`config.mk`:
```
export PLATFORM = sky130hd
export DESIGN_NAME = disp_pixel_fmt
export DESIGN_NICKNAME = d
export VERILOG_FILES = /design/src/disp_pkg.sv /design/src/disp_pixel_fmt.sv
export VERILOG_INCLUDE_DIRS = /design/src
export SDC_FILE = /design/constraint.sdc
export NUM_CORES = 1
export LEC_CHECK = 0
export BUFFER_PORTS_ARGS = -buffer_cell sky130_fd_sc_hd__buf_4
export CAP_MARGIN = 10
export CORE_MARGIN = 2
export CORE_UTILIZATION = 31
export DETAILED_ROUTE_END_ITERATION = 8
export MAX_ROUTING_LAYER = met4
export PLACE_DENSITY = 0.81
export SLEW_MARGIN = 40
export SYNTH_ARGS = -nofsm -noshare
export SYNTH_HDL_FRONTEND = slang
export SYNTH_SLANG_ARGS = --single-unit
export TNS_END_PERCENT = 20
```
`constraint.sdc`:
```
create_clock -name vclk -period 0.8
set_input_delay 0 -clock vclk [all_inputs]
set_output_delay 0 -clock vclk [all_outputs]
set_load 0.03 [all_outputs]
```
`src/disp_consts.svh`:
```
`ifndef DISP_CONSTS_SVH
`define DISP_CONSTS_SVH

////////////////////////////////
// Port and datapath widths
////////////////////////////////

// Register port byte address and word index
`define DISP_REG_AW      8
`define DISP_REG_IDX_LSB 2
`define DISP_REG_IDX_W   6

`define DISP_DATA_W      32
`define DISP_CNT_W       16
`define DISP_FB_DIM_W    12
`define DISP_COLOR_W     24
`define DISP_CH_W        8

// Words per line buffer bank are 2**DISP_LB_WORD_AW
`define DISP_LB_WORD_AW  8

////////////////////////////////
// Register field positions
////////////////////////////////

`define DISP_POL_H_BIT    0
`define DISP_POL_V_BIT    1

// Depth register, bit 0 selects 16 bpp, bit 1 enables fetch
`define DISP_DEPTH_BIT    0
`define DISP_FETCH_EN_BIT 1

////////////////////////////////
// Reset defaults
////////////////////////////////

// 640x480 at 60 Hz
`define DISP_RST_H_TOTAL    16'd800
`define DISP_RST_H_END_DISP 16'd640
`define DISP_RST_H_SRT_SYNC 16'd656
`define DISP_RST_H_END_SYNC 16'd752
`define DISP_RST_V_TOTAL    16'd525
`define DISP_RST_V_END_DISP 16'd480
`define DISP_RST_V_SRT_SYNC 16'd490
`define DISP_RST_V_END_SYNC 16'd492

`define DISP_RST_FB_WIDTH   12'd640
`define DISP_RST_FB_HEIGHT  12'd480
`define DISP_RST_BG_COLOR   24'hFFFFFF

`endif

```
`src/disp_pkg.sv`:
```
`include "disp_consts.svh"

package disp_pkg;

  // Word index of the register port, byte address bits 7:2
  typedef enum logic [`DISP_REG_IDX_W-1:0] {
    ENABLE     = 6'h00,
    POLARITY   = 6'h02,
    H_TOTAL    = 6'h08,
    H_END_DISP = 6'h09,
    H_SRT_SYNC = 6'h0A,
    H_END_SYNC = 6'h0B,
    V_TOTAL    = 6'h0C,
    V_END_DISP = 6'h0D,
    V_SRT_SYNC = 6'h0E,
    V_END_SYNC = 6'h0F,
    FB_COMMIT  = 6'h10,
    FB_WIDTH   = 6'h14,
    FB_HEIGHT  = 6'h15,
    FB_DEPTH   = 6'h16,
    BG_COLOR   = 6'h18
  } disp_reg_e;

  // Sync polarity bits, 1 means active low
  typedef struct packed {
    logic [`DISP_CNT_W-1:0] h_total;
    logic [`DISP_CNT_W-1:0] h_end_disp;
    logic [`DISP_CNT_W-1:0] h_srt_sync;
    logic [`DISP_CNT_W-1:0] h_end_sync;
    logic [`DISP_CNT_W-1:0] v_total;
    logic [`DISP_CNT_W-1:0] v_end_disp;
    logic [`DISP_CNT_W-1:0] v_srt_sync;
    logic [`DISP_CNT_W-1:0] v_end_sync;
    logic                   hsync_pol;
    logic                   vsync_pol;
  } disp_timing_t;

  // Committed framebuffer settings
  typedef struct packed {
    logic [`DISP_FB_DIM_W-1:0] width;
    logic [`DISP_FB_DIM_W-1:0] height;
    logic                      depth;
    logic                      fetch_en;
    logic [`DISP_COLOR_W-1:0]  bg_color;
  } disp_fb_cfg_t;

  typedef struct packed {
    logic                    we;
    logic [`DISP_REG_AW-1:0] addr;
    logic [`DISP_DATA_W-1:0] wdata;
  } disp_reg_req_t;

  typedef struct packed {
    logic                        bank;
    logic [`DISP_LB_WORD_AW-1:0] addr;
    logic [`DISP_DATA_W-1:0]     data;
  } disp_lb_wr_t;

  typedef struct packed {
    logic                        en;
    logic                        bank;
    logic [`DISP_LB_WORD_AW-1:0] addr;
    logic                        half_sel;
  } disp_lb_rd_t;

  typedef struct packed {
    logic active;
    logic in_fb;
    logic half_sel;
  } disp_video_t;

endpackage

```
`src/disp_pixel_fmt.sv`:
```
`timescale 1ns/1ps
`include "disp_consts.svh"

module disp_pixel_fmt import disp_pkg::*; (
  input  disp_video_t             video_i,
  input  disp_fb_cfg_t            fb_cfg_i,
  input  logic [`DISP_DATA_W-1:0] rd_data_i,
  output logic [`DISP_CH_W-1:0]   red_o,
  output logic [`DISP_CH_W-1:0]   green_o,
  output logic [`DISP_CH_W-1:0]   blue_o
);

  // r5g6b5 to 24 bit, top bits fill the low end
  function automatic logic [`DISP_COLOR_W-1:0] unpack565(input logic [15:0] px);
    logic [`DISP_CH_W-1:0] r;
    logic [`DISP_CH_W-1:0] g;
    logic [`DISP_CH_W-1:0] b;
    r = {px[4:0], px[4:2]};
    g = {px[10:5], px[10:9]};
    b = {px[15:11], px[15:13]};
    return {b, g, r};
  endfunction

  logic [15:0]              half_word;
  logic [`DISP_COLOR_W-1:0] color;

  // Odd pixels live in the upper half
  assign half_word = video_i.half_sel ? rd_data_i[31:16] : rd_data_i[15:0];

  always_comb begin
    if (!video_i.active) begin
      color = '0;
    end else if (!video_i.in_fb) begin
      color = fb_cfg_i.bg_color;
    end else if (fb_cfg_i.depth) begin
      color = unpack565(half_word);
    end else begin
      color = rd_data_i[`DISP_COLOR_W-1:0];
    end
  end

  ////////////////////////////////
  // Channel split
  ////////////////////////////////

  assign red_o   = color[7:0];
  assign green_o = color[15:8];
  assign blue_o  = color[23:16];

endmodule

```
==> run metrics, run 1 <==
status=stopped before the end; Exit stage=clock tree synthesis; error msg=[ERROR DPL-0038] Utilization greater than 100%, impossible to legalize; PortBufs=84; top-area cell type share of the netlist area=23.2%; post-synth top area cell=a211oi_1; mean post-synth cell area=6.77 µm²; ranking of synthesized cells by area=a211oi_1, mux2i_1, o21ai_0; Initial Utilization=32.4%; cells after synthesis=105; Post-CTS Setup Inserts=4; hold buffers post-CTS=0; routability cong.=0.752; die height=51.9 µm; warnings from Yosys=0; row count=17; Distinct cells, synth=17; post-DP HPWL=2970 µm; Mapped Area=711 µm²; cts repair resizes=69; post-synthesis sequential area ratio=0%; Placed Cells=234; IO Pins=109; Syn Nets=190; Die Wd=51.9 µm
==> cell usage after synthesis (all sizes together) <==
cell type,count
a211oi,24
a32oi,8
and2b,5
buf,10
clkbuf,3
mux2i,8
nand2,1
nand3,1
nor2,16
nor2b,5
o21ai,24
==> metrics by stage <==
step | TNS [ps] | utilization [%] | setup WS (ps) | cell area (µm²)
3_5_place_dp | -6450 | 84.9 | -455 | 1860
3_3_place_gp | -5810 | 84.9 | -427 | 1860
2_1_floorplan | -578 | - | -48.4 | 1080
==> kinds of logic after synthesis <==
| kind of cell | share of synthesized area, % |
|---|---|
| AND/OR/NAND/NOR | 20.6 |
| buffers and inverters | 14.6 |
| multiplexers | 11.3 |
| AO/OA/AOI/OAI | 53.5 |
==> run 2, diff against run 1 <==
Settings changed: CORE_AREA set to 2 2 63 65, CORE_MARGIN 2 to unset, CORE_UTILIZATION 31 to unset, DIE_AREA set to 0 0 65 67, MAX_ROUTING_LAYER met4 to unset, PLACE_DENSITY 0.81 to unset, PLACE_DENSITY_LB_ADDON set to 0.15.
==> run 2 against run 1 <==
  * The flow now finishes, with violations (setup timing)
  * Synthesized area did not move
  * Synthesized cell count did not move
==> run metrics, run 2 <==
status=finished with violations; failing checks=setup timing; top-count cell post-synth=a211oi_1; first-pass GRT wire length=6040 µm; share of power burned in registers=0%; Ant. Diodes=0; post-synthesis simple-gate area fraction=20.6%; cells after synthesis=105; Max-slew headroom=79.0%; RSZ-0062 raised after global routing=yes; warnings from Yosys=0; fin crit share=111%; post-synth top area cell=a211oi_1; post-synthesis mux area share=11.3%; initial antenna violation count=0; CP arrival=890 ps; GRT overflow=0; combinational share of power=100.0%; leakage=0.897 nW; Worst Setup End Kind=output pin; Max Fclk=1120 MHz; vias per std cell=4.78; Final Slew Violations=0; worst path required time=800 ps; post-DP HPWL=3000 µm; Final Hold Fails=0; post-synthesis sequential area ratio=0%; die area=4360 µm²; vias in the first global route=1286; CP dominant cell by count=buf_12; fin nets=295; Post-route DRC=0; Pint=0.748 mW; WL/cell=14.6 µm; Worst VDD drop=0.310 mV; ranking of synthesized cells by area=a211oi_1, mux2i_1, o21ai_0; initial DRC count=34; power share of the clock group=0%; top-area cell type share of the netlist area=23.2%; CP max-delay cell=a32oi_2; row count=22; CP startpoint kind=primary input; Tot GR Track Use=17.4%; CLK BUF=0; setup TNS=-1400 ps; num sequential=0; PortBufs=84; actual slew at the worst max-slew pin=306 ps; Compound-Gate Fraction of Synth Area=53.5%; max_cap viols=0; Syn Nets=190; layout cells sized above 1=81.3%; First-pass DRT Iterations=4; mean post-synth cell area=6.77 µm²; area grow syn2layout=208%; adder-cell share of the synthesized area=0%; xor-xnor portion of the synthesized cell area=0%; Worst path max stage delay=240 ps; Initial Utilization=19.7%; sw frac=49.1%; Die Wd=65 µm; worst-path cell chain=buf_6 -> buf_12 -> buf_12 -> a32oi_2 -> o21ai_4 -> buf_4; routability cong.=0.751; top post-synthesis cells by count=a211oi_1, nor2_1, o21ai_0; min cycle time layout=891 ps; commonest non-fill, non-tap cells in the layout=buf_4, buf_6, a211oi_4; Final setup viols=24; Routed Antenna Nets=0; critical-path maximum fanout=10; die height=67 µm; Mapped Area=711 µm²; Reg area=0 µm²; total net switching power=0.721 mW; CORE AREA=3610 µm²; Distinct cells, synth=17; total power=1.47 mW; IO Pins=109; Setup CP Type=in2out; final wirelength=3740 µm; routed vias=1223; most common cell after layout, fill and taps aside=buf_4; largest family of logic cells by synthesized area=compound AO/OA/AOI/OAI gates; post-route setup slack=-90.7 ps; Hold Crit Class=in2out; pwr dens=672 nW/µm²; largest net degree at the start of global routing=16
==> run 2: cell counts after synthesis <==
Identical to the previous run, type by type.
==> run 2: path summary, 6_finish.rpt <==
path | from | end | slack [ps] | depth (start not counted)
min | fb_cfg_i[12] | green_o[4] | 320 | 4
max | video_i[1] | green_o[5] | -90 | 6
==> run 2: per-layer routing <==
metal	up-vias	GRT usage, %	part of all wire (%)
li1	599	-	-
met1	570	22.1	41
met2	52	33.5	52
met3	2	1.18	6.3
met4	0	1.06	0.72
met5	-	0	0
==> run 2: what timing repair did <==
action / 4_1_cts / 5_1_grt
endpoints found under the setup margin: 24 / 24
hold buffers: 0 / 0
gates resized for setup: 67 / 10
pin swaps: 12 / 4
buffers inserted: 9 / 0
==> run 2: layout make-up <==
cell class         count  area [µm²]
fillers              322        1420
well taps             48        60.1
multi-input cells     92        1060
repair buffers       116        1060
==> run 2: worst max-delay path, delay by kind of cell <==
family	cells	cell delay [ps]
compound gates	2	310
buf+inv	4	570
==> run 2: logic make-up (layout without fill, tap and decap cells) <==
logic type,Yosys count,after routing
AOI/OAI and AO/OA,56,56
and+or+nand+nor,28,28
buffers and inverters,13,116
muxes,8,8
==> run 2: power by group through the flow <==
stage          sequential [mW]  combinational [mW]  clock [mW]
5_1_grt                      0                1.55           0
3_5_place_dp                 0                1.25           0
3_3_place_gp                 0                1.23           0
6_report                     0                1.47           0
4_1_cts                      0                1.47           0
2_1_floorplan                0               0.740           0
==> run 2: metrics by stage <==
step | cell area [µm²] | util [%] | worst slack [ps] | hold WS [ps] | instances
2_1_floorplan | 1080 | - | -48.4 | 159 | 105
6_report | 2190 | 60.7 | -90.7 | 324 | 256
4_1_cts | 2180 | 60.4 | -103 | 323 | 256
5_1_grt | 2190 | 60.7 | -121 | 329 | 256
3_5_place_dp | 1860 | 51.5 | -497 | 343 | 250
3_3_place_gp | 1860 | 51.5 | -463 | 340 | 250
Power figures use the tool's default switching activity.
