[src/disp_consts.svh]
`ifndef DISP_CONSTS_SVH
`define DISP_CONSTS_SVH

////////////////////////////////
// Port and datapath widths
////////////////////////////////

// Register port byte address and word index
`define DISP_REG_AW      8
`define DISP_REG_IDX_LSB 2
`define DISP_REG_IDX_W   6

`define DISP_DATA_W      32
`define DISP_CNT_W       16
`define DISP_FB_DIM_W    12
`define DISP_COLOR_W     24
`define DISP_CH_W        8

// Words per line buffer bank are 2**DISP_LB_WORD_AW
`define DISP_LB_WORD_AW  8

////////////////////////////////
// Register field positions
////////////////////////////////

`define DISP_POL_H_BIT    0
`define DISP_POL_V_BIT    1

// Depth register, bit 0 selects 16 bpp, bit 1 enables fetch
`define DISP_DEPTH_BIT    0
`define DISP_FETCH_EN_BIT 1

////////////////////////////////
// Reset defaults
////////////////////////////////

// 640x480 at 60 Hz
`define DISP_RST_H_TOTAL    16'd800
`define DISP_RST_H_END_DISP 16'd640
`define DISP_RST_H_SRT_SYNC 16'd656
`define DISP_RST_H_END_SYNC 16'd752
`define DISP_RST_V_TOTAL    16'd525
`define DISP_RST_V_END_DISP 16'd480
`define DISP_RST_V_SRT_SYNC 16'd490
`define DISP_RST_V_END_SYNC 16'd492

`define DISP_RST_FB_WIDTH   12'd640
`define DISP_RST_FB_HEIGHT  12'd480
`define DISP_RST_BG_COLOR   24'hFFFFFF

`endif

[src/disp_pkg.sv]
`include "disp_consts.svh"

package disp_pkg;

  // Word index of the register port, byte address bits 7:2
  typedef enum logic [`DISP_REG_IDX_W-1:0] {
    ENABLE     = 6'h00,
    POLARITY   = 6'h02,
    H_TOTAL    = 6'h08,
    H_END_DISP = 6'h09,
    H_SRT_SYNC = 6'h0A,
    H_END_SYNC = 6'h0B,
    V_TOTAL    = 6'h0C,
    V_END_DISP = 6'h0D,
    V_SRT_SYNC = 6'h0E,
    V_END_SYNC = 6'h0F,
    FB_COMMIT  = 6'h10,
    FB_WIDTH   = 6'h14,
    FB_HEIGHT  = 6'h15,
    FB_DEPTH   = 6'h16,
    BG_COLOR   = 6'h18
  } disp_reg_e;

  // Sync polarity bits, 1 means active low
  typedef struct packed {
    logic [`DISP_CNT_W-1:0] h_total;
    logic [`DISP_CNT_W-1:0] h_end_disp;
    logic [`DISP_CNT_W-1:0] h_srt_sync;
    logic [`DISP_CNT_W-1:0] h_end_sync;
    logic [`DISP_CNT_W-1:0] v_total;
    logic [`DISP_CNT_W-1:0] v_end_disp;
    logic [`DISP_CNT_W-1:0] v_srt_sync;
    logic [`DISP_CNT_W-1:0] v_end_sync;
    logic                   hsync_pol;
    logic                   vsync_pol;
  } disp_timing_t;

  // Committed framebuffer settings
  typedef struct packed {
    logic [`DISP_FB_DIM_W-1:0] width;
    logic [`DISP_FB_DIM_W-1:0] height;
    logic                      depth;
    logic                      fetch_en;
    logic [`DISP_COLOR_W-1:0]  bg_color;
  } disp_fb_cfg_t;

  typedef struct packed {
    logic                    we;
    logic [`DISP_REG_AW-1:0] addr;
    logic [`DISP_DATA_W-1:0] wdata;
  } disp_reg_req_t;

  typedef struct packed {
    logic                        bank;
    logic [`DISP_LB_WORD_AW-1:0] addr;
    logic [`DISP_DATA_W-1:0]     data;
  } disp_lb_wr_t;

  typedef struct packed {
    logic                        en;
    logic                        bank;
    logic [`DISP_LB_WORD_AW-1:0] addr;
    logic                        half_sel;
  } disp_lb_rd_t;

  typedef struct packed {
    logic active;
    logic in_fb;
    logic half_sel;
  } disp_video_t;

endpackage

[src/disp_timing_gen.sv]
`timescale 1ns/1ps
`include "disp_consts.svh"

module disp_timing_gen import disp_pkg::*; (
  input  logic         pxl_clk_i,
  input  logic         rst_ni,
  input  logic         enable_i,
  input  disp_timing_t timing_i,
  input  disp_fb_cfg_t fb_cfg_i,
  output logic         hsync_o,
  output logic         vsync_o,
  output disp_video_t  video_o,
  output logic         frame_end_o,
  output logic         line_req_o,
  output logic         line_bank_o,
  output disp_lb_rd_t  lb_rd_o
);

  logic [`DISP_CNT_W-1:0] h_cnt;
  logic [`DISP_CNT_W-1:0] v_cnt;
  logic                   h_last;
  logic                   v_last;
  logic                   h_sync_win;
  logic                   v_sync_win;
  logic                   disp_win;
  logic                   line_end;
  logic                   frame_end;
  logic                   in_fb;

  assign h_last = h_cnt == timing_i.h_total - `DISP_CNT_W'(1);
  assign v_last = v_cnt == timing_i.v_total - `DISP_CNT_W'(1);

  // Counters sit at zero while the display is off
  always_ff @(posedge pxl_clk_i or negedge rst_ni) begin
    if (!rst_ni) begin
      h_cnt <= '0;
      v_cnt <= '0;
    end else if (!enable_i) begin
      h_cnt <= '0;
      v_cnt <= '0;
    end else if (h_last) begin
      h_cnt <= '0;
      v_cnt <= v_last ? '0 : v_cnt + `DISP_CNT_W'(1);
    end else begin
      h_cnt <= h_cnt + `DISP_CNT_W'(1);
    end
  end

  ////////////////////////////////
  // Decode from counters
  ////////////////////////////////

  assign h_sync_win = h_cnt >= timing_i.h_srt_sync && h_cnt < timing_i.h_end_sync;
  assign v_sync_win = v_cnt >= timing_i.v_srt_sync && v_cnt < timing_i.v_end_sync;
  assign disp_win   = h_cnt < timing_i.h_end_disp && v_cnt < timing_i.v_end_disp;
  assign line_end   = h_cnt == timing_i.h_end_disp && v_cnt < timing_i.v_end_disp;
  assign frame_end  = h_cnt == timing_i.h_end_disp &&
                      v_cnt == timing_i.v_end_disp - `DISP_CNT_W'(1);

  assign in_fb = fb_cfg_i.fetch_en &&
                 h_cnt < `DISP_CNT_W'(fb_cfg_i.width) &&
                 v_cnt < `DISP_CNT_W'(fb_cfg_i.height);

  // Line parity picks the bank; 16 bpp packs two pixels per word
  assign lb_rd_o.en       = in_fb;
  assign lb_rd_o.bank     = v_cnt[0];
  assign lb_rd_o.addr     = fb_cfg_i.depth ? h_cnt[`DISP_LB_WORD_AW:1]
                                           : h_cnt[`DISP_LB_WORD_AW-1:0];
  assign lb_rd_o.half_sel = h_cnt[0];

  // Video stage, lines up with the buffer read data
  always_ff @(posedge pxl_clk_i or negedge rst_ni) begin
    if (!rst_ni) begin
      hsync_o     <= 1'b0;
      vsync_o     <= 1'b0;
      video_o     <= '0;
      frame_end_o <= 1'b0;
      line_req_o  <= 1'b0;
      line_bank_o <= 1'b0;
    end else begin
      // Sync output is the window flipped by the polarity bit
      hsync_o          <= enable_i && (h_sync_win ^ timing_i.hsync_pol);
      vsync_o          <= enable_i && (v_sync_win ^ timing_i.vsync_pol);
      video_o.active   <= enable_i && disp_win;
      video_o.in_fb    <= in_fb;
      video_o.half_sel <= lb_rd_o.half_sel;
      frame_end_o      <= enable_i && frame_end;
      line_req_o       <= enable_i && fb_cfg_i.fetch_en && line_end;
      if (line_end) begin
        line_bank_o <= ~v_cnt[0];
      end
    end
  end

endmodule

[config.mk]
export PLATFORM = sky130hd
export DESIGN_NAME = disp_timing_gen
export DESIGN_NICKNAME = d
export VERILOG_FILES = /design/src/disp_pkg.sv /design/src/disp_timing_gen.sv
export VERILOG_INCLUDE_DIRS = /design/src
export SDC_FILE = /design/constraint.sdc
export NUM_CORES = 1
export LEC_CHECK = 0
export ABC_AREA = 0
export BUFFER_PORTS_ARGS = -buffer_cell sky130_fd_sc_hd__buf_2
export CORE_ASPECT_RATIO = 1.25
export CORE_MARGIN = 3
export CORE_UTILIZATION = 35
export DETAILED_ROUTE_END_ITERATION = 16
export SYNTH_ARGS = -nofsm -noshare
export SYNTH_HDL_FRONTEND = slang
export SYNTH_SLANG_ARGS = --single-unit
export TNS_END_PERCENT = 1
[constraint.sdc]
create_clock -name pxl_clk_i -period 6.46 [get_ports pxl_clk_i]
set_clock_uncertainty 0.15 [all_clocks]
set_input_delay 0.646 -clock pxl_clk_i [delete_from_list [all_inputs] [get_ports pxl_clk_i]]
set_output_delay 0.646 -clock pxl_clk_i [all_outputs]
set_load 0.01 [all_outputs]
# == Word level (Yosys, flattened, before mapping) ==
# Index checks and enable logic that the tools add are counted.
# op_classes
add_sub_neg,5
n_lt_le_gt_ge,8
n_eq_ne,5
n_mux,6
bitwise_logic,3
n_reduce_logical,13
# op_table
cell,count
16-bit 2-to-1 mux,5
16-bit == test,4
16-bit less-than comparator,4
"16-bit by 1-bit subtractor with 16-bit output, second input constant",3
"16-bit by 1-bit adder with 16-bit output, second input constant",2
16-bit greater-or-equal comparator,2
16-bit by 12-bit less-than comparator with 1-bit output,2
1-bit logical AND,13
8-bit 2-to-1 mux,1
"2-bit by 1-bit != test with 1-bit output, second input constant",1
1-bit bitwise XOR,2
1-bit inverter,1
# totals
ff_bits,40
input_bits,183
output_inout_bits,19
word_cells,50

# == Longest topological paths before layout ==
# Gate-level depths: netlist of run 1.
# logic_depth
word_depth,5
depth_mapped,12
depth_no_buf,10

# == Worst setup path after synthesis of run 1 ==
# OpenSTA, ideal clock, no wires.
# synth_timing
path_type,input to register
start,input timing_i[51] (netlist bit)
end,register v_cnt[14]
setup_time_ns,0.134
arrival_ns,2.947
t_required_ns,6.176
setup_slack_ns,3.229
cell_stages,9
n_path_buf,1
path_cell_list,or4_4 > or3b_1 > clkbuf_2 > or4_1 > a22oi_1 > and4b_1 > a31oi_4 > nand2_4 > o41ai_2
# synth_between
elab_chain_len,5
# synth_lines
element,line,source
"start, declared",disp_timing_gen.sv:8,"input disp_timing_t timing_i,"
16-bit by 1-bit subtractor with 16-bit output,disp_timing_gen.sv:31,assign v_last = v_cnt == timing_i.v_total - `DISP_CNT_W'(1);
16-bit == test,disp_timing_gen.sv:31,
16-bit 2-to-1 mux,disp_timing_gen.sv:43,v_cnt <= v_last ? '0 : v_cnt + `DISP_CNT_W'(1);
16-bit 2-to-1 mux,disp_timing_gen.sv:41,end else if (h_last) begin
16-bit 2-to-1 mux,disp_timing_gen.sv:38,end else if (!enable_i) begin
"end signal, assigned",disp_timing_gen.sv:43,
"end, declared",disp_timing_gen.sv:20,logic [`DISP_CNT_W-1:0] v_cnt;
# Every way passes these cells. The select of a mux whose other input is x is not followed.
# A chain may end at the register's enable or synchronous reset.

# == Final worst setup path of run 1 ==
# layout_timing
start,input timing_i[114] (netlist bit)
end,register v_cnt[8]
# layout_between
elab_chain_len,3
# layout_lines
element,line,source
16-bit by 1-bit subtractor with 16-bit output,disp_timing_gen.sv:30,assign h_last = h_cnt == timing_i.h_total - `DISP_CNT_W'(1);
16-bit == test,disp_timing_gen.sv:30,
2-bit by 1-bit != test with 1-bit output (no source line),n/a,
# Every way passes these cells.

==> results of run 1 <==
[area by class of cell]
cell class | count | area (µm²) | area share, %
clock buffer | 5 | 125 | 1.61
clock inverter | 3 | 46.3 | 0.596
inverter | 129 | 484 | 6.23
multi-input combinational | 638 | 4940 | 63.5
sequential | 40 | 1000 | 12.9
tap | 228 | 285 | 3.67
timing repair buffer | 178 | 893 | 11.5
[through the flow]
stage	total power [mW]	worst slack, ns	cell area (µm²)
6_report	0.768	2.45	7770
5_1_grt	0.814	2.12	7770
4_1_cts	0.776	2.45	7770
3_5_place_dp	0.476	2.18	7600
3_3_place_gp	0.473	2.14	7600
2_1_floorplan	0.380	3.23	6570
[per-layer routing]
layer,vias to the layer above,global-route usage (%)
met1,2944,21.8
met5,-,0
met4,2,4.11
li1,3314,-
met3,25,1.95
met2,158,33.0
[cells by family after synthesis]
| logic type | count (synthesis) | synth area share, % |
|---|---|---|
| AO/OA/AOI/OAI | 178 | 19.1 |
| XOR/XNOR | 68 | 9.27 |
| adder cells (fa/ha/maj) | 121 | 23.0 |
| buffers and inverters | 162 | 9.67 |
| flip-flops | 40 | 15.2 |
| multiplexers | 14 | 2.28 |
| AND/OR/NAND/NOR | 257 | 21.4 |
[flip-flops by register name (all words and copies together), names as in the netlist]
register	cells
video_o	3
v_cnt	16
h_cnt	16
line_req_o	1
frame_end_o	1
line_bank_o	1
vsync_o	1
hsync_o	1
[layout by cell type (no fill, tap or decap), types with 32 or more instances in the layout]
cell / instances
a21o_1: 34
o21ai_0: 32
nand2_1: 36
buf_2: 177
inv_1: 129
nor2_1: 54
nand3_1: 37
xnor2_1: 41
ha_1: 121
dfrtp_1: 40
[report_power, final]
group	switching, mW	leakage [nW]	total [mW]	internal (mW)
clock	0.115	0.0804	0.299	0.184
combinational	0.110	3.78	0.208	0.0980
sequential	0.00758	0.548	0.261	0.253
total	0.233	4.40	0.768	0.535
[cell usage after synthesis, types with 3 or more instances]
cell type / count
nand2_1: 36
nor2b_1: 7
or4_1: 6
ha_1: 121
a31oi_1: 5
dfrtp_1: 40
nor3_1: 16
a32oi_1: 14
buf_2: 3
o31ai_1: 11
o21ai_0: 32
a21o_1: 34
buf_4: 4
a211oi_1: 8
mux2_2: 8
xor2_1: 26
nor2_1: 54
or3_1: 6
mux2i_1: 6
nand2b_1: 13
nand4_1: 26
o21a_1: 4
a2111oi_0: 4
and3_1: 18
clkbuf_1: 24
nand3_1: 37
a22oi_1: 3
o211ai_1: 4
o21ai_1: 4
nor4_1: 16
a21boi_0: 8
a21oi_1: 25
xnor2_1: 41
inv_1: 129
a221oi_1: 3
or3b_2: 3
[path summary, 6_finish.rpt]
| path | start | to | slack [ns] | cells after the start |
|---|---|---|---|---|
| min in group pxl_clk_i | line_bank_o$_DFFE_PN0P_ | line_bank_o$_DFFE_PN0P_ | 0.37 | 1 |
| worst max-delay path | timing_i[114] | v_cnt[8]$_DFFE_PN0P_ | 2.45 | 9 |
| worst min-delay path | rst_ni | frame_end_o$_DFF_PN0_ | 0.35 | 1 |
| worst min register to register | line_bank_o$_DFFE_PN0P_ | line_bank_o$_DFFE_PN0P_ | 0.37 | 1 |
| worst max register to register | h_cnt[13]$_DFF_PN0_ | v_cnt[8]$_DFFE_PN0P_ | 2.68 | 8 |
| max in group asynchronous | rst_ni | h_cnt[1]$_DFF_PN0_ | 5.18 | 1 |
[worst reg2reg max path, cell delays in order, from the launching register on]
cell      delay (ns)
dfrtp_1         0.58
xnor2_1         0.17
or4b_1          0.52
a2111o_1        0.45
a22oi_1         0.22
nand4b_2        0.51
nand2_1         0.72
a21boi_1        0.24
mux2i_1         0.08
==> results.yml, run 1 <==
clocking:
  cts.repair.resized: 0
  ctsRootBufferMaster: "clkbuf_16"
  ctsLongestPathBuffers: 2
  cts_tree: "built"
  htree_levels: 2
  clock_sinks: 40
  ctsHoldBuffers: 0
  insertion_delay_ns: 0.29
  cts_setup_buffers: 0
  path_clk_slew_ns: 0.07
  cts_made_buffers: 5
route:
  wl_met3_um: 820
  wirelength_um: 19100
  drc: 0
  wl_met2_um: 9850
  top_layer: "met5"
  wl_per_cell_um: 15.6
  drt_iter0_drc: 302
  ant_nets: 0
  firstDrtPassIters: 4
  m1WireLength_um: 7990
  viasPerCell: 5.28
  vias: 6443
yosys:
  async_reset_ff_share_pct: 100
  ys_ff_latch: 40
  synthDominantCellAreaShare_pct: 23.0
  synth_nets: 1144
  synth_area_leader_cell: "ha_1"
  yosys_warnings: 0
  synthCells: 840
  synth_cell_type_count: 72
  synth_edf_count: 0
  synth_area_leaders: "ha_1, dfrtp_1, inv_1"
  ys_seq_area_share_pct: 15.2
  synth_ff_type: "dfrtp_1"
  syn_avg_cell_area_um2: 7.82
  syn-cell-area_um2: 6570
sta:
  timing.hold.ws_ns: 0.351
  slew_viol_final: 0
  finalSetupViolCount: 0
  hold_viol_final: 0
  tightest_slew_ns: 0.987
  rsz0062_at_grt: "false"
  relSlewSlack_pct: 34.2
  fin_setup_tns_ns: 0
  finalCritPeriodShare_pct: 62.1
  fmax_ghz: 0.249
  period_needed_ns: 4.01
placement:
  io_buffer_count: 177
  dp_cells: 1213
  place.gp.congestion: 0.881
  dp_hpwl_um: 15500
power_and_ir_drop:
  cellLeakagePower_nw: 4.40
  power.density_nw_per_um2: 98.8
  vdd_drop_max_uv: 110
global_routing:
  antenna_found_initial: 1
  grt_pass1_vias: 5950
  grt.total_usage_pct: 17.8
  grt_overflow: 0
  grt_pass1_wl_um: 29700
  grt_max_degree: 41
cells_and_area:
  final.fill_count: 1894
  fin_cells: 1221
  syn_to_final_growth_pct: 18.2
  nets: 1296
  drive_gt1_share_pct: 21.0
  postLayoutCoreUtil_pct: 42.6
  diodes: 0
critical_path:
  critPathSlowestCell: "nor4_1"
  path_max_fanout: 17
  crit_family: "simple AND/OR/NAND/NOR gates"
  crit_required_ns: 6.46
  startpoint_type: "input pin"
  crit_path_cell_trace: "buf_2, nor4_1, nand2b_4, or4_1, a211oi_2, nand4b_2, nand2_1, a21boi_1, mux2i_1"
  crit_arrival_ns: 4.01
  crit_type: "input pin to register"
  crit_buf_inv: 1
  cpPeakStageDelay_ns: 0.79
  critical_path.endpoint_type: "register"
floorplan:
  rows: 55
  die_w_um: 129
  die_h_um: 159
  pin_count: 202
  core_area_um2: 18200
  initial_core_util_pct: 36.0
  die-area_um2: 20500
outcome:
  status: "complete, no violations"
job:
  maxCapViolCount: 0
worst_hold_path:
  hold_path_class: "input pin to async pin"
Power figures use the tool's default switching activity.
==> inputs of run 2 (changes only) <==
==> constraint.sdc (replaced) <==
create_clock -name pxl_clk_i -period 3.6 [get_ports pxl_clk_i]
set_clock_uncertainty 0.15 [all_clocks]
set_input_delay 0.36 -clock pxl_clk_i [delete_from_list [all_inputs] [get_ports pxl_clk_i]]
set_output_delay 0.36 -clock pxl_clk_i [all_outputs]
set_load 0.01 [all_outputs]
==> run 2 against run 1 <==
Sequential power rose by 77%; flip-flop and latch count did not move; combinational power rose by 87%; cell area rose by 2.2%; register-to-register slack got worse by 2.1 ns; via count rose by 1.4%; critical endpoint is now lb_rd_o[10]; highest routed layer unchanged.
==> results.yml, run 2 (synthesis results as in run 1) <==
cells_and_area:
  diodes: 0
  layout_common_cells: "buf_2, inv_1, ha_1, nor2_1, xnor2_1"
  layout_commonest_cell: "buf_2"
  syn_to_final_growth_pct: 20.8
  final.fill_count: 1912
  drive_gt1_share_pct: 23.1
  nets: 1323
  reg_top3: "h_cnt (16), v_cnt (16), video_o (3)"
clocking:
  ctsHoldBuffers: 0
  cts_setup_buffers: 0
  cts.repair.resized: 0
  htree_levels: 2
  ctsRootBufferMaster: "clkbuf_16"
  clock_sinks: 40
  cts_made_buffers: 5
  path_clk_slew_ns: 0.06
  ctsLongestPathBuffers: 2
  insertion_delay_ns: 0.29
  cts_tree: "built"
critical_path:
  startpoint_type: "register"
  crit_family: "compound AO/OA/AOI/OAI gates"
  cpPeakStageDelay_ns: 0.58
  path_max_fanout: 9
  crit_buf_inv: 1
  crit_path_cell_trace: "ha_1, a21o_1, a21o_1, a21o_1, a21o_1, a211oi_1, o31ai_1, a21oi_1, buf_2"
  critPathSlowestCell: "dfrtp_1"
  crit_required_ns: 3.09
  crit_type: "register to output pin"
  crit_arrival_ns: 2.66
  timing.rr.start: "h_cnt[5]$_DFF_PN0_"
  cp-startpoint: "v_cnt[1]$_DFFE_PN0P_"
  critical_path.endpoint_type: "output pin"
  crit_path_frequent_cell: "a21o_1"
floorplan:
  initial_core_util_pct: 36.0
  die_w_um: 129
  core_area_um2: 18200
  die-area_um2: 20500
  rows: 55
  die_h_um: 159
  pin_count: 202
placement:
  preCtsSetupSlack_ns: 0.244
  io_buffer_count: 177
  dp_hpwl_um: 16300
  place.gp.congestion: 0.881
sta:
  setup_ws_ns: 0.434
  tightest_slew_ns: 0.993
  finalCritPeriodShare_pct: 88.0
  slew_viol_final: 0
  period_needed_ns: 3.17
  fin_setup_tns_ns: 0
  finalSetupViolCount: 0
  relSlewSlack_pct: 33.8
  fmax_ghz: 0.316
  rsz0062_at_grt: "false"
  hold_viol_final: 0
global_routing:
  grt_overflow: 0
  antenna_found_initial: 1
  grt.total_usage_pct: 18.9
  grt_max_degree: 41
  grt_pass1_vias: 6475
  grt_pass1_wl_um: 31500
outcome:
  status: "complete, no violations"
route:
  drc: 0
  vias: 6535
  drt_iter0_drc: 343
  viasPerCell: 5.24
  firstDrtPassIters: 5
  wirelength_um: 19800
  ant_nets: 0
  wl_per_cell_um: 15.9
power_and_ir_drop:
  cellLeakagePower_nw: 4.53
  power.density_nw_per_um2: 163
  vdd_drop_max_uv: 154
worst_hold_path:
  hold_path_class: "input pin to async pin"
job:
  maxCapViolCount: 0
run 2: metrics by stage:
stage               utilization, %  hold slack (ns)  power, mW  std cells  instance area (µm²)
floorplan                        -          -0.0856      0.682        840                 6570
global placement              42.8            0.348      0.857       1240                 7800
detailed placement            42.8            0.349      0.861       1240                 7800
CTS                           43.5            0.123       1.31       1247                 7940
global route                  43.5            0.159       1.38       1247                 7940
finish                        43.5           0.0895       1.29       1247                 7940
run 2: worst reg2reg max path: cells and delay by family, from the launching register on:
family          cells  cell delay (ns)
compound gates      5             1.51
fa+ha+maj           1             0.34
flops               1             0.62
mux                 1             0.26
run 2: final timing paths:
path / endpoint / slack [ns] / depth (start not counted)
worst max-delay path: lb_rd_o[10] / 0.43 / 9
worst min-delay path: frame_end_o$_DFF_PN0_ / 0.09 / 1
min in group pxl_clk_i: hsync_o$_DFF_PN0_ / 0.19 / 3
worst min register to register: line_bank_o$_DFFE_PN0P_ / 0.36 / 1
worst max register to register: hsync_o$_DFF_PN0_ / 0.63 / 7
max in group asynchronous: v_cnt[11]$_DFFE_PN0P_ / 2.60 / 1
run 2: metal layers:
layer | vias up | part of all wire (%) | GRT usage (%)
li1 | 3365 | - | -
met1 | 2989 | 40 | 21.9
met2 | 156 | 52 | 36.0
met3 | 23 | 4.8 | 2.45
met4 | 2 | 2.3 | 4.30
met5 | - | 0.045 | 0
run 2: power by group:
part	internal (mW)	leakage [nW]	switching, mW
Sequential	0.455	0.548	0.00547
Combinational	0.181	3.92	0.208
Clock	0.252	0.0657	0.190
run 2: area by class of cell:
type	count	area (µm²)	share of cell area, %
Inverter	129	484	6.10
Clock inverter	2	12.5	0.158
Sequential cell	40	1000	12.6
Timing Repair Buffer	205	1100	13.8
Clock buffer	5	125	1.58
Tap cell	228	285	3.59
Multi-Input combinational cell	638	4940	62.2
