File: src/disp_consts.svh
`ifndef DISP_CONSTS_SVH
`define DISP_CONSTS_SVH

////////////////////////////////
// Port and datapath widths
////////////////////////////////

// Register port byte address and word index
`define DISP_REG_AW      8
`define DISP_REG_IDX_LSB 2
`define DISP_REG_IDX_W   6

`define DISP_DATA_W      32
`define DISP_CNT_W       16
`define DISP_FB_DIM_W    12
`define DISP_COLOR_W     24
`define DISP_CH_W        8

// Words per line buffer bank are 2**DISP_LB_WORD_AW
`define DISP_LB_WORD_AW  8

////////////////////////////////
// Register field positions
////////////////////////////////

`define DISP_POL_H_BIT    0
`define DISP_POL_V_BIT    1

// Depth register, bit 0 selects 16 bpp, bit 1 enables fetch
`define DISP_DEPTH_BIT    0
`define DISP_FETCH_EN_BIT 1

////////////////////////////////
// Reset defaults
////////////////////////////////

// 640x480 at 60 Hz
`define DISP_RST_H_TOTAL    16'd800
`define DISP_RST_H_END_DISP 16'd640
`define DISP_RST_H_SRT_SYNC 16'd656
`define DISP_RST_H_END_SYNC 16'd752
`define DISP_RST_V_TOTAL    16'd525
`define DISP_RST_V_END_DISP 16'd480
`define DISP_RST_V_SRT_SYNC 16'd490
`define DISP_RST_V_END_SYNC 16'd492

`define DISP_RST_FB_WIDTH   12'd640
`define DISP_RST_FB_HEIGHT  12'd480
`define DISP_RST_BG_COLOR   24'hFFFFFF

`endif

File: src/disp_pkg.sv
`include "disp_consts.svh"

package disp_pkg;

  // Word index of the register port, byte address bits 7:2
  typedef enum logic [`DISP_REG_IDX_W-1:0] {
    ENABLE     = 6'h00,
    POLARITY   = 6'h02,
    H_TOTAL    = 6'h08,
    H_END_DISP = 6'h09,
    H_SRT_SYNC = 6'h0A,
    H_END_SYNC = 6'h0B,
    V_TOTAL    = 6'h0C,
    V_END_DISP = 6'h0D,
    V_SRT_SYNC = 6'h0E,
    V_END_SYNC = 6'h0F,
    FB_COMMIT  = 6'h10,
    FB_WIDTH   = 6'h14,
    FB_HEIGHT  = 6'h15,
    FB_DEPTH   = 6'h16,
    BG_COLOR   = 6'h18
  } disp_reg_e;

  // Sync polarity bits, 1 means active low
  typedef struct packed {
    logic [`DISP_CNT_W-1:0] h_total;
    logic [`DISP_CNT_W-1:0] h_end_disp;
    logic [`DISP_CNT_W-1:0] h_srt_sync;
    logic [`DISP_CNT_W-1:0] h_end_sync;
    logic [`DISP_CNT_W-1:0] v_total;
    logic [`DISP_CNT_W-1:0] v_end_disp;
    logic [`DISP_CNT_W-1:0] v_srt_sync;
    logic [`DISP_CNT_W-1:0] v_end_sync;
    logic                   hsync_pol;
    logic                   vsync_pol;
  } disp_timing_t;

  // Committed framebuffer settings
  typedef struct packed {
    logic [`DISP_FB_DIM_W-1:0] width;
    logic [`DISP_FB_DIM_W-1:0] height;
    logic                      depth;
    logic                      fetch_en;
    logic [`DISP_COLOR_W-1:0]  bg_color;
  } disp_fb_cfg_t;

  typedef struct packed {
    logic                    we;
    logic [`DISP_REG_AW-1:0] addr;
    logic [`DISP_DATA_W-1:0] wdata;
  } disp_reg_req_t;

  typedef struct packed {
    logic                        bank;
    logic [`DISP_LB_WORD_AW-1:0] addr;
    logic [`DISP_DATA_W-1:0]     data;
  } disp_lb_wr_t;

  typedef struct packed {
    logic                        en;
    logic                        bank;
    logic [`DISP_LB_WORD_AW-1:0] addr;
    logic                        half_sel;
  } disp_lb_rd_t;

  typedef struct packed {
    logic active;
    logic in_fb;
    logic half_sel;
  } disp_video_t;

endpackage

File: src/disp_ctrl_regs.sv
`timescale 1ns/1ps
`include "disp_consts.svh"

module disp_ctrl_regs import disp_pkg::*; (
  input  logic                    pxl_clk_i,
  input  logic                    rst_ni,
  input  logic                    ctrl_en_i,
  input  disp_reg_req_t           ctrl_req_i,
  output logic [`DISP_DATA_W-1:0] ctrl_rddata_o,
  input  logic                    frame_end_i,
  output logic                    enable_o,
  output disp_timing_t            timing_o,
  output disp_fb_cfg_t            fb_cfg_o
);

  localparam disp_timing_t timing_rst = '{
    h_total:    `DISP_RST_H_TOTAL,
    h_end_disp: `DISP_RST_H_END_DISP,
    h_srt_sync: `DISP_RST_H_SRT_SYNC,
    h_end_sync: `DISP_RST_H_END_SYNC,
    v_total:    `DISP_RST_V_TOTAL,
    v_end_disp: `DISP_RST_V_END_DISP,
    v_srt_sync: `DISP_RST_V_SRT_SYNC,
    v_end_sync: `DISP_RST_V_END_SYNC,
    hsync_pol:  1'b1,
    vsync_pol:  1'b1
  };

  localparam disp_fb_cfg_t fb_rst = '{
    width:    `DISP_RST_FB_WIDTH,
    height:   `DISP_RST_FB_HEIGHT,
    depth:    1'b0,
    fetch_en: 1'b0,
    bg_color: `DISP_RST_BG_COLOR
  };

  disp_reg_e               reg_idx;
  logic                    wr_req;
  logic [`DISP_DATA_W-1:0] wdata;
  logic [`DISP_DATA_W-1:0] rd_data;
  logic                    enable_q;
  logic                    commit_q;
  disp_timing_t            timing_q;
  disp_fb_cfg_t            fb_stage_q;
  disp_fb_cfg_t            fb_live_q;

  assign reg_idx = disp_reg_e'(ctrl_req_i.addr[`DISP_REG_AW-1:`DISP_REG_IDX_LSB]);
  assign wr_req  = ctrl_en_i && ctrl_req_i.we;
  assign wdata   = ctrl_req_i.wdata;

  ////////////////////////////////
  // Enable and timing
  ////////////////////////////////

  // Timing and polarity are locked while the display runs
  always_ff @(posedge pxl_clk_i or negedge rst_ni) begin
    if (!rst_ni) begin
      enable_q <= 1'b0;
      timing_q <= timing_rst;
    end else if (wr_req) begin
      if (reg_idx == ENABLE) begin
        enable_q <= wdata[0];
      end else if (!enable_q) begin
        case (reg_idx)
          POLARITY: begin
            timing_q.hsync_pol <= wdata[`DISP_POL_H_BIT];
            timing_q.vsync_pol <= wdata[`DISP_POL_V_BIT];
          end
          H_TOTAL:    timing_q.h_total    <= wdata[`DISP_CNT_W-1:0];
          H_END_DISP: timing_q.h_end_disp <= wdata[`DISP_CNT_W-1:0];
          H_SRT_SYNC: timing_q.h_srt_sync <= wdata[`DISP_CNT_W-1:0];
          H_END_SYNC: timing_q.h_end_sync <= wdata[`DISP_CNT_W-1:0];
          V_TOTAL:    timing_q.v_total    <= wdata[`DISP_CNT_W-1:0];
          V_END_DISP: timing_q.v_end_disp <= wdata[`DISP_CNT_W-1:0];
          V_SRT_SYNC: timing_q.v_srt_sync <= wdata[`DISP_CNT_W-1:0];
          V_END_SYNC: timing_q.v_end_sync <= wdata[`DISP_CNT_W-1:0];
          default: ;
        endcase
      end
    end
  end

  ////////////////////////////////
  // Framebuffer staging
  ////////////////////////////////

  always_ff @(posedge pxl_clk_i or negedge rst_ni) begin
    if (!rst_ni) begin
      commit_q   <= 1'b0;
      fb_stage_q <= fb_rst;
      fb_live_q  <= fb_rst;
    end else begin
      // Staged set goes live only between frames
      if (frame_end_i && commit_q) begin
        fb_live_q <= fb_stage_q;
        commit_q  <= 1'b0;
      end
      if (wr_req) begin
        case (reg_idx)
          FB_COMMIT: commit_q          <= wdata[0];
          FB_WIDTH:  fb_stage_q.width  <= wdata[`DISP_FB_DIM_W-1:0];
          FB_HEIGHT: fb_stage_q.height <= wdata[`DISP_FB_DIM_W-1:0];
          FB_DEPTH: begin
            fb_stage_q.depth    <= wdata[`DISP_DEPTH_BIT];
            fb_stage_q.fetch_en <= wdata[`DISP_FETCH_EN_BIT];
          end
          BG_COLOR:  fb_stage_q.bg_color <= wdata[`DISP_COLOR_W-1:0];
          default: ;
        endcase
      end
    end
  end

  // Read mux, framebuffer fields show the committed copy
  always_comb begin
    rd_data = '0;
    case (reg_idx)
      ENABLE:     rd_data = `DISP_DATA_W'(enable_q);
      POLARITY:   rd_data = `DISP_DATA_W'({timing_q.vsync_pol, timing_q.hsync_pol});
      H_TOTAL:    rd_data = `DISP_DATA_W'(timing_q.h_total);
      H_END_DISP: rd_data = `DISP_DATA_W'(timing_q.h_end_disp);
      H_SRT_SYNC: rd_data = `DISP_DATA_W'(timing_q.h_srt_sync);
      H_END_SYNC: rd_data = `DISP_DATA_W'(timing_q.h_end_sync);
      V_TOTAL:    rd_data = `DISP_DATA_W'(timing_q.v_total);
      V_END_DISP: rd_data = `DISP_DATA_W'(timing_q.v_end_disp);
      V_SRT_SYNC: rd_data = `DISP_DATA_W'(timing_q.v_srt_sync);
      V_END_SYNC: rd_data = `DISP_DATA_W'(timing_q.v_end_sync);
      FB_COMMIT:  rd_data = `DISP_DATA_W'(commit_q);
      FB_WIDTH:   rd_data = `DISP_DATA_W'(fb_live_q.width);
      FB_HEIGHT:  rd_data = `DISP_DATA_W'(fb_live_q.height);
      FB_DEPTH:   rd_data = `DISP_DATA_W'({fb_live_q.fetch_en, fb_live_q.depth});
      BG_COLOR:   rd_data = `DISP_DATA_W'(fb_live_q.bg_color);
      default:    rd_data = '0;
    endcase
  end

  // Read data holds until the next access
  always_ff @(posedge pxl_clk_i or negedge rst_ni) begin
    if (!rst_ni) begin
      ctrl_rddata_o <= '0;
    end else if (ctrl_en_i) begin
      ctrl_rddata_o <= rd_data;
    end
  end

  assign enable_o = enable_q;
  assign timing_o = timing_q;
  assign fb_cfg_o = fb_live_q;

endmodule

File: config.mk
export PLATFORM = sky130hd
export DESIGN_NAME = disp_ctrl_regs
export DESIGN_NICKNAME = d
export VERILOG_FILES = /design/src/disp_pkg.sv /design/src/disp_ctrl_regs.sv
export VERILOG_INCLUDE_DIRS = /design/src
export SDC_FILE = /design/constraint.sdc
export NUM_CORES = 1
export LEC_CHECK = 0
export BUFFER_PORTS_ARGS = -buffer_cell sky130_fd_sc_hd__buf_2
export CAP_MARGIN = 20
export CELL_PAD_IN_SITES_DETAIL_PLACEMENT = 2
export CELL_PAD_IN_SITES_GLOBAL_PLACEMENT = 2
export CORE_ASPECT_RATIO = 0.8
export CORE_MARGIN = 2
export CORE_UTILIZATION = 37
export DETAILED_ROUTE_END_ITERATION = 6
export GPL_ROUTABILITY_DRIVEN = 0
export PLACE_DENSITY = 0.88
export REMOVE_ABC_BUFFERS = 1
export SLEW_MARGIN = 25
export SYNTH_ARGS = -nofsm -noshare
export SYNTH_HDL_FRONTEND = slang
export SYNTH_SLANG_ARGS = --single-unit
export TNS_END_PERCENT = 100
File: constraint.sdc
create_clock -name pxl_clk_i -period 2.15 [get_ports pxl_clk_i]
set_clock_uncertainty 0.1 [all_clocks]
set_input_delay 0.215 -clock pxl_clk_i [delete_from_list [all_inputs] [get_ports pxl_clk_i]]
set_output_delay 0.215 -clock pxl_clk_i [all_outputs]
set_load 0.02 [all_outputs]
* Word-level counts from Yosys, hierarchy flattened
Index checks and enable logic that the tools add are counted.
** Word-level totals
- RAM bits :: 0
- Bits of input ports :: 45
- Bits in read-only memories :: 0
- Memories kept :: 0
- Word-level logic and storage cells :: 60
- Register bits after elaboration :: 264
- Bits in latches :: 0
- Output and inout bits :: 213
** Cells by class
- Equality and inequality tests :: 14
- Magnitude comparators :: 0
- Shift operators :: 0
- $add $sub $neg :: 0
- Multiply operators :: 0
- Reduce and logical (&&, ||, !) cells :: 17
- Div/mod/pow operators :: 0
- Bitwise operators :: 2
- Muxes and demuxes :: 4
** Operators by type and width (count)
- case mux 24 bit (15 select lines) :: 1
- equality test 6 x 4 -> 1 bit, second input constant :: 8
- AND reduction 4 bit :: 9
- equality test 6 x 5 -> 1 bit, second input constant :: 5
- AND reduction 2 bit :: 5
- equality test 6 x 2 -> 1 bit, second input constant :: 1
- logical NOT 6 bit :: 1
- two-way mux 1 bit :: 3
- logical AND 1 bit :: 2
- inverter 1 bit :: 2

* Longest topological paths before layout
Gate-level depths: netlist of run 1.
- Word-level depth :: 4
- Mapped depth :: 7
- Mapped depth without buffers :: 4

* Worst setup path before layout of run 1
OpenSTA, ideal clock, no wires.
- Kind :: register to register
- Start point :: register enable_q, in the netlist enable_o
- End point :: register timing_q (netlist bit timing_o[30])
- Library setup time :: 0.125 ns
- Buffers on the path :: 1
- Required time :: 1.925 ns
- Clock period less this slack :: 1.960 ns
- Setup slack :: 0.190 ns
- Arrival time :: 1.735 ns
- Cell stages (with the launch flop) :: 6
- Path through :: dfrtp_1 -> and3b_1 -> nand2_1 -> nor2_2 -> buf_2 -> mux2_2
** On the way
- Word-level cells in the longest chain between the ends :: 2
** RTL lines
- start: declaration :: line disp_ctrl_regs.sv:41 : logic enable_q;
- start signal: assignment :: line disp_ctrl_regs.sv:62 : enable_q <= wdata[0];
- inverter 1 bit (no source line)
- AND reduction 4 bit (no source line)
- end signal: assignment :: line disp_ctrl_regs.sv:59 : timing_q <= timing_rst;
- end: declaration :: line disp_ctrl_regs.sv:43 : disp_timing_t timing_q;
No other way between the ends.
A chain may end at the register's enable or synchronous reset.

* Final worst setup path of run 1
- Start point :: register enable_q, in the netlist enable_o
- End point :: register timing_q (netlist bit timing_o[48])
The elaborated chain is that of the path after synthesis.

==> impl_metrics.json, run 1 <==
{
  "die_w_um": 200,
  "overflow": 0,
  "irDropWorstVdd_v": 0.000583,
  "routed_wl_um": 44100,
  "synth-main-ff-cell": "dfrtp_1",
  "busiest_layer": "met2",
  "cts_setup_buffers": 0,
  "drt_first_iter_violations": 438,
  "power_frac_clock_pct": 44.4,
  "synthToLayoutAreaGrowth_pct": 30.2,
  "yosys_warnings": 0,
  "ioPinCount": 258,
  "end_kind": "flip-flop",
  "num-nets-final": 1148,
  "grt.met3_usage_pct": 6.05,
  "power.leakage_nw": 7.21,
  "grt_pass1_wl_um": 65600,
  "dp_hpwl_um": 29800,
  "setup_ws_ns": 0.181,
  "layout-drive-gt1-share_pct": 63.2,
  "fin_crit_ns": 1.97,
  "placed_area_um2": 13500,
  "crit_fanout": 8,
  "status": "completed",
  "design_area_um2": 14800,
  "die_h_um": 161,
  "drv_cap": 0,
  "drc": 0,
  "rows": 57,
  "grt_max_degree": 64,
  "postSynthAreaPerCell_um2": 14.1,
  "p_per_area_nw_per_um2": 831,
  "ctsHtreeMaxLevel": 1,
  "synth_seq_cells": 256,
  "synth_cell_types": 55,
  "syn_area_um2": 11400,
  "dp_slack_ns": -0.127,
  "port-buffer-count": 239,
  "first_pass_iters": 5,
  "ys_seq_area_share_pct": 57.4,
  "finalNonFillerCells": 1540,
  "hold_viol": 0,
  "grt_usage_pct": 27.8,
  "grt_util_met1_pct": 35.1,
  "die-area_um2": 32200,
  "power.total_mw": 12.3,
  "antenna_found_initial": 2,
  "cts_buffer_depth": 3,
  "core_um2": 30300,
  "wire_per_inst_um": 28.6,
  "fmax_ghz": 0.508,
  "critPathKind": "flip-flop to flip-flop",
  "post-route-period-util_pct": 91.6,
  "numCtsBuffers": 28,
  "clk_pin_slew_worst_paths_ns": 0.07,
  "numClockSinks": 256,
  "finalSetupViolCount": 0,
  "vias": 8545,
  "ys_async_sr_fraction_pct": 100,
  "hold_ws_ns": 0.0136,
  "final_util_pct": 48.8,
  "vias_per_cell": 5.55,
  "p_sw_mw": 3.18,
  "clkLatencyLatePin_ns": 0.55,
  "drtAntennaViolNets": 0,
  "rsz0062_at_grt": "false",
  "cp_data_required_time_ns": 2.47,
  "setup_tns_ns": 0,
  "clock-root-buffer": "clkbuf_16",
  "worstSetupStartpointType": "flip-flop",
  "postSynthCellCount": 809,
  "power.internal_mw": 9.11,
  "synth_edf_count": 0,
  "cp.arrival_ns": 2.29,
  "grtUsageMet2_pct": 47.0,
  "slew_viol_final": 0,
  "comb_power_share_pct": 11.4,
  "power.share.switching_pct": 25.9,
  "slew_headroom_pct": 32.2,
  "hold_class": "primary input to flip-flop",
  "grt_pass1_vias": 9731,
  "pwr-share-seq_pct": 44.2,
  "tightest_slew_ns": 1.01,
  "cts_tree": "built",
  "initial_core_util_pct": 37.5,
  "post-place-cells": 1463
}
## final timing paths
| check | to | from | cells past startpoint | slack, ns |
|---|---|---|---|---|
| min in group asynchronous | timing_o[22] | rst_ni | 2 | 0.06 |
| worst max register to register | timing_o[48] | enable_o | 5 | 0.18 |
| worst min-delay path | timing_o[25] | ctrl_req_i[7] | 2 | 0.01 |
| max in group asynchronous | fb_cfg_o[0] | rst_ni | 3 | 1.12 |
| worst min register to register | ctrl_rddata_o[20] | ctrl_rddata_o[20] | 1 | 0.39 |
| worst max-delay path | timing_o[48] | enable_o | 5 | 0.18 |
## state kept, by name, summed over array words and instances, names as in the netlist
| signal | flops |
|---|---|
| commit_q | 1 |
| ctrl_rddata_o | 24 |
| timing_o | 130 |
| fb_stage_q | 50 |
| fb_cfg_o | 50 |
| enable_o | 1 |
## synth_stat cells (4+ instances only)
| cell | instances | share of area [%] |
|---|---|---|
| o21ai_0 | 8 | 0.35 |
| mux2i_1 | 10 | 0.88 |
| and4_1 | 4 | 0.31 |
| a222oi_1 | 8 | 0.70 |
| nor2_1 | 6 | 0.20 |
| inv_1 | 4 | 0.13 |
| dfstp_2 | 95 | 22 |
| o2bb2ai_1 | 10 | 0.77 |
| buf_2 | 26 | 1.1 |
| buf_1 | 17 | 0.56 |
| nor2b_1 | 5 | 0.28 |
| and3_1 | 23 | 1.3 |
| and2_1 | 5 | 0.28 |
| nand2_1 | 35 | 1.2 |
| a32o_1 | 6 | 0.53 |
| mux4_2 | 8 | 1.6 |
| a32oi_1 | 20 | 1.5 |
| mux2_2 | 235 | 23 |
| a2111oi_0 | 6 | 0.46 |
| a22oi_1 | 16 | 1.1 |
| nand3b_1 | 6 | 0.40 |
| buf_4 | 9 | 0.59 |
| nand3_1 | 14 | 0.62 |
| dfrtp_1 | 161 | 35 |
| a221oi_1 | 5 | 0.39 |
| nand2b_1 | 5 | 0.28 |
| clkbuf_1 | 19 | 0.63 |
## layer usage
metal | share of wire, % | vias up | wire length, µm
li1 | - | 3580 | -
met1 | 41 | 4552 | 18300
met2 | 49 | 300 | 21600
met3 | 6.0 | 111 | 2640
met4 | 3.6 | 2 | 1580
met5 | 0.029 | - | 13
## area by class of cell
| class | instances | area [µm²] |
|---|---|---|
| fill | 2925 | 15500 |
| sequential | 256 | 6530 |
| multi-input combinational | 483 | 4540 |
| timing repair buffer | 330 | 2150 |
| clock buffer | 41 | 861 |
| tap | 413 | 517 |
| clock inverter | 11 | 195 |
| inverter | 4 | 15.0 |
| antenna | 2 | 5.00 |
## cells by family (layout without fill, tap and decap cells)
kind of cell,Yosys count,count (layout),share of synthesized area [%]
AND/OR/NAND/NOR,128,128,6.74
other,1,10,0.0330
flip-flops,256,256,57.4
multiplexers,253,253,25.7
AO/OA/AOI/OAI,94,94,6.83
buffers and inverters,77,386,3.26
## power by group through the flow
stage | registers, mW | clock network, mW | logic, mW
after floorplan | 5.70 | 0 | 0.401
after global placement | 5.47 | 0 | 1.30
after detailed placement | 5.51 | 0 | 1.36
after CTS | 5.44 | 5.53 | 1.41
final | 5.44 | 5.45 | 1.40
after global routing | 5.48 | 5.73 | 1.49
## timing repair
item | CTS | global route
endpoints found under the hold margin | 301 | 0
hold buffers | 23 | 0
gates resized for setup | 0 | 1
endpoints found under the setup margin | 0 | 18
## layout by cell type (no fill, tap or decap), types with 3 or more instances in the layout
cell,synthesis,layout
a222oi_1,8,8
nand3_1,14,14
nor2b_1,5,4
and3_1,23,23
nand2_1,35,34
nor2_2,3,5
clkbuf_1,19,3
a32o_1,6,6
nand3b_1,6,6
a22oi_1,16,16
mux2i_1,10,10
a221oi_1,5,5
a2111oi_0,6,6
o2bb2ai_1,10,10
dlygate4sd3_1,0,23
dfstp_2,95,95
buf_12,0,16
inv_1,4,3
nor2_1,6,4
and2_1,5,5
buf_2,26,238
clkbuf_8,0,9
a211oi_1,3,3
bufinv_16,0,5
nand2b_1,5,5
a32oi_1,20,20
and4_1,4,4
o21ai_0,8,8
clkbuf_16,0,29
conb_1,1,8
dfrtp_1,161,161
mux2_2,235,235
mux4_2,8,8
and2_0,3,3
nor4_1,3,3
buf_4,9,52
## critical path, cell delays in order, from the launching register on
cell     delay (ns)
dfrtp_1        0.39
and3b_2        0.35
nand2_1        0.17
nor2_2         0.18
buf_4          0.28
mux2_2         0.38
Power figures use the tool's default switching activity.
==> inputs of run 2 (changes only) <==
--- a/config.mk
+++ b/config.mk
@@ -6,13 +6,14 @@
 export SDC_FILE = /design/constraint.sdc
 export NUM_CORES = 1
 export LEC_CHECK = 0
+export ABC_AREA = 1
 export BUFFER_PORTS_ARGS = -buffer_cell sky130_fd_sc_hd__buf_2
-export CAP_MARGIN = 20
+export CAP_MARGIN = 0
 export CELL_PAD_IN_SITES_DETAIL_PLACEMENT = 2
 export CELL_PAD_IN_SITES_GLOBAL_PLACEMENT = 2
 export CORE_ASPECT_RATIO = 0.8
 export CORE_MARGIN = 2
-export CORE_UTILIZATION = 37
+export CORE_UTILIZATION = 32
 export DETAILED_ROUTE_END_ITERATION = 6
 export GPL_ROUTABILITY_DRIVEN = 0
 export PLACE_DENSITY = 0.88
==> run 2 against run 1 <==
Net effect:
- setup slack lost 0.088 ns
- count of clock-buffer cells in the layout is 4 higher
- total power down 13%
- sequential share of layout area rose by 1.8 points
- combinational power is 48% lower
- maximum frequency shrank 4.3%
- synthesized cell count rose by 59%
- cell area is 4.0% lower
- non-clock buffer count shrank 22
- via count increased by 21%
- core utilization shrank 7.0 points
- critical endpoint is now ctrl_rddata_o[10]
- largest power group is now sequential cells
==> impl_metrics.json, run 2 <==
{
  "tightest_slew_ns": 0.535,
  "p_per_area_nw_per_um2": 752,
  "die_h_um": 171,
  "hold_ws_ns": 0.0162,
  "cp.arrival_ns": 2.45,
  "synth_area_leader_cell": "dfrtp_1",
  "hold_class": "primary input to flip-flop",
  "antenna_found_initial": 0,
  "grt_max_degree": 61,
  "cp_data_required_time_ns": 2.55,
  "synth_seq_cells": 256,
  "critPathKind": "primary input to flip-flop",
  "ys_seq_area_share_pct": 58.8,
  "overflow": 0,
  "slew_viol_final": 0,
  "post-route-period-util_pct": 95.7,
  "crit_fanout": 12,
  "drv_cap": 0,
  "ctsHtreeMaxLevel": 1,
  "end_kind": "flip-flop",
  "postSynthAreaPerCell_um2": 8.66,
  "seqCellArea_um2": 6530,
  "cts_tree": "built",
  "drtAntennaViolNets": 0,
  "cts_setup_buffers": 0,
  "final_common_cell": "nand2_1",
  "rows": 60,
  "reg2reg_depth": 7,
  "setup_tns_ns": 0,
  "r2r-start": "enable_o",
  "dp_hpwl_um": 31700,
  "largest_reg_flops": 130,
  "vias_per_cell": 5.06,
  "grt_pass1_vias": 11382,
  "synth_edf_count": 0,
  "cts_buffer_depth": 3,
  "die-area_um2": 36200,
  "numCtsBuffers": 28,
  "num-nets-final": 1597,
  "die_w_um": 212,
  "crit_end": "ctrl_rddata_o[10]",
  "status": "completed",
  "power.leakage_nw": 7.41,
  "ff2ff_setup_slack_ns": 0.44,
  "synth_cell_types": 23,
  "ys_async_sr_fraction_pct": 100,
  "slew_headroom_pct": 64.3,
  "postSynthCellCount": 1283,
  "fmax_ghz": 0.486,
  "irDropWorstVdd_v": 0.000548,
  "startpoint": "ctrl_req_i[38]",
  "num-fill-cells": 3761,
  "routed_wl_um": 46300,
  "yosysTopAreaCellShare_pct": 36.3,
  "grt_usage_pct": 25.8,
  "wire_per_inst_um": 22.7,
  "layout-drive-gt1-share_pct": 30.3,
  "synth-main-ff-cell": "dfrtp_1",
  "synth.most_common_cell": "nand2_1",
  "hold_viol": 0,
  "worstSetupStartpointType": "primary input",
  "clock-root-buffer": "clkbuf_16",
  "finalSetupViolCount": 0,
  "vias": 10330,
  "clkLatencyLatePin_ns": 0.57,
  "port-buffer-count": 239,
  "multi_input_area_um2": 3930,
  "initial_core_util_pct": 32.7,
  "synthToLayoutAreaGrowth_pct": 28.0,
  "numClockSinks": 256,
  "core_um2": 33900,
  "syn_area_um2": 11100,
  "ioPinCount": 258,
  "yosys_warnings": 0,
  "synth_common_cells": "445 x nand2_1, 173 x o21ai_0, 161 x dfrtp_1, 102 x nor2_1, 95 x dfstp_2",
  "grt_pass1_wl_um": 70000,
  "fin_crit_ns": 2.06,
  "drt_first_iter_violations": 473,
  "hold_depth": 3,
  "first_pass_iters": 5,
  "rsz0062_at_grt": "false",
  "synth_area_leaders": "dfrtp_1 36%, dfstp_2 22%, nand2_1 15%",
  "clk_pin_slew_worst_paths_ns": 0.06,
  "final_cell_mix": "444 x nand2_1, 238 x buf_2, 173 x o21ai_0",
  "reg2reg_to": "timing_o[6]",
  "drc": 0
}
## run 2: cell types whose count changed after synthesis, moves of 17 or more
cell	previous run	this run
inv_1	4	72
nor2_1	6	102
o21ai_1	1	33
o21ai_0	8	173
buf_1	17	0
nand2_1	35	445
and3_1	23	0
a21oi_1	1	31
nand3_1	14	35
mux2_2	235	19
a32oi_1	20	0
## run 2: through the flow
step | power (mW) | instance area [µm²] | util [%] | worst slack [ns] | std cells
after floorplan | 5.51 | 10700 | - | -0.230 | 1214
after global placement | 5.87 | 13100 | 38.6 | 0.229 | 1968
after detailed placement | 5.92 | 13100 | 38.6 | 0.120 | 1968
after CTS | 10.8 | 14200 | 41.9 | 0.114 | 2039
after global routing | 11.1 | 14200 | 41.9 | 0.0144 | 2039
final | 10.7 | 14200 | 41.9 | 0.0927 | 2040
## run 2: worst min-delay path by stage
stage              startpoint       endpoint  slack [ns]
5_1_grt         ctrl_req_i[4]  timing_o[118]        0.03
2_1_floorplan          rst_ni       commit_q       -0.18
3_3_place_gp           rst_ni   fb_cfg_o[24]        0.09
3_5_place_dp           rst_ni   fb_cfg_o[24]         0.1
4_1_cts         ctrl_req_i[4]  timing_o[102]      0.0002
6_report       ctrl_req_i[10]   timing_o[76]        0.02
## run 2: timing repair
action                     in CTS  in global routing
hold buffers                   19                  0
setup endpoints to repair       0                  2
hold endpoints to repair      198                  0
gates resized for setup         0                  2
## run 2: routing by layer
metal	global-route usage, %	up-vias	routed length (µm)
met5	0	-	0
met4	6.45	0	1210
met3	5.36	66	2450
met2	45.3	245	22900
met1	32.5	5413	19800
li1	-	4606	-
## run 2: layout make-up
class	instances	area share (%)
antenna	1	0.0176
clock buffer	45	6.15
clock inverter	7	0.326
inverter	81	2.15
multi-input combinational	877	27.6
sequential	256	45.9
tap	465	4.09
timing repair buffer	308	13.7
## run 2: power by group
part	switching (mW)	internal, mW	total [mW]
registers	0.100	5.04	5.14
logic	0.524	0.204	0.727
clock network	2.05	2.77	4.82
total	2.67	8.02	10.7
## run 2: kinds of logic after synthesis
logic type / synth area share [%]
DFF: 58.8
AOI/OAI and AO/OA: 10.7
other: 0.0338
and+or+nand+nor: 22.4
buffers and inverters: 6.21
muxes: 1.93
## run 2: worst max-delay path: stages
cell and delay [ns]:
dlygate4sd3_1 0.58, buf_2 0.16, nor2_4 0.28, nand2_4 0.14, nor2_4 0.36, buf_4 0.24, nand2_1 0.08, nand2_1 0.08
nor2_1 0.06, nand3_1 0.11, nand2_1 0.06, nand2_1 0.08
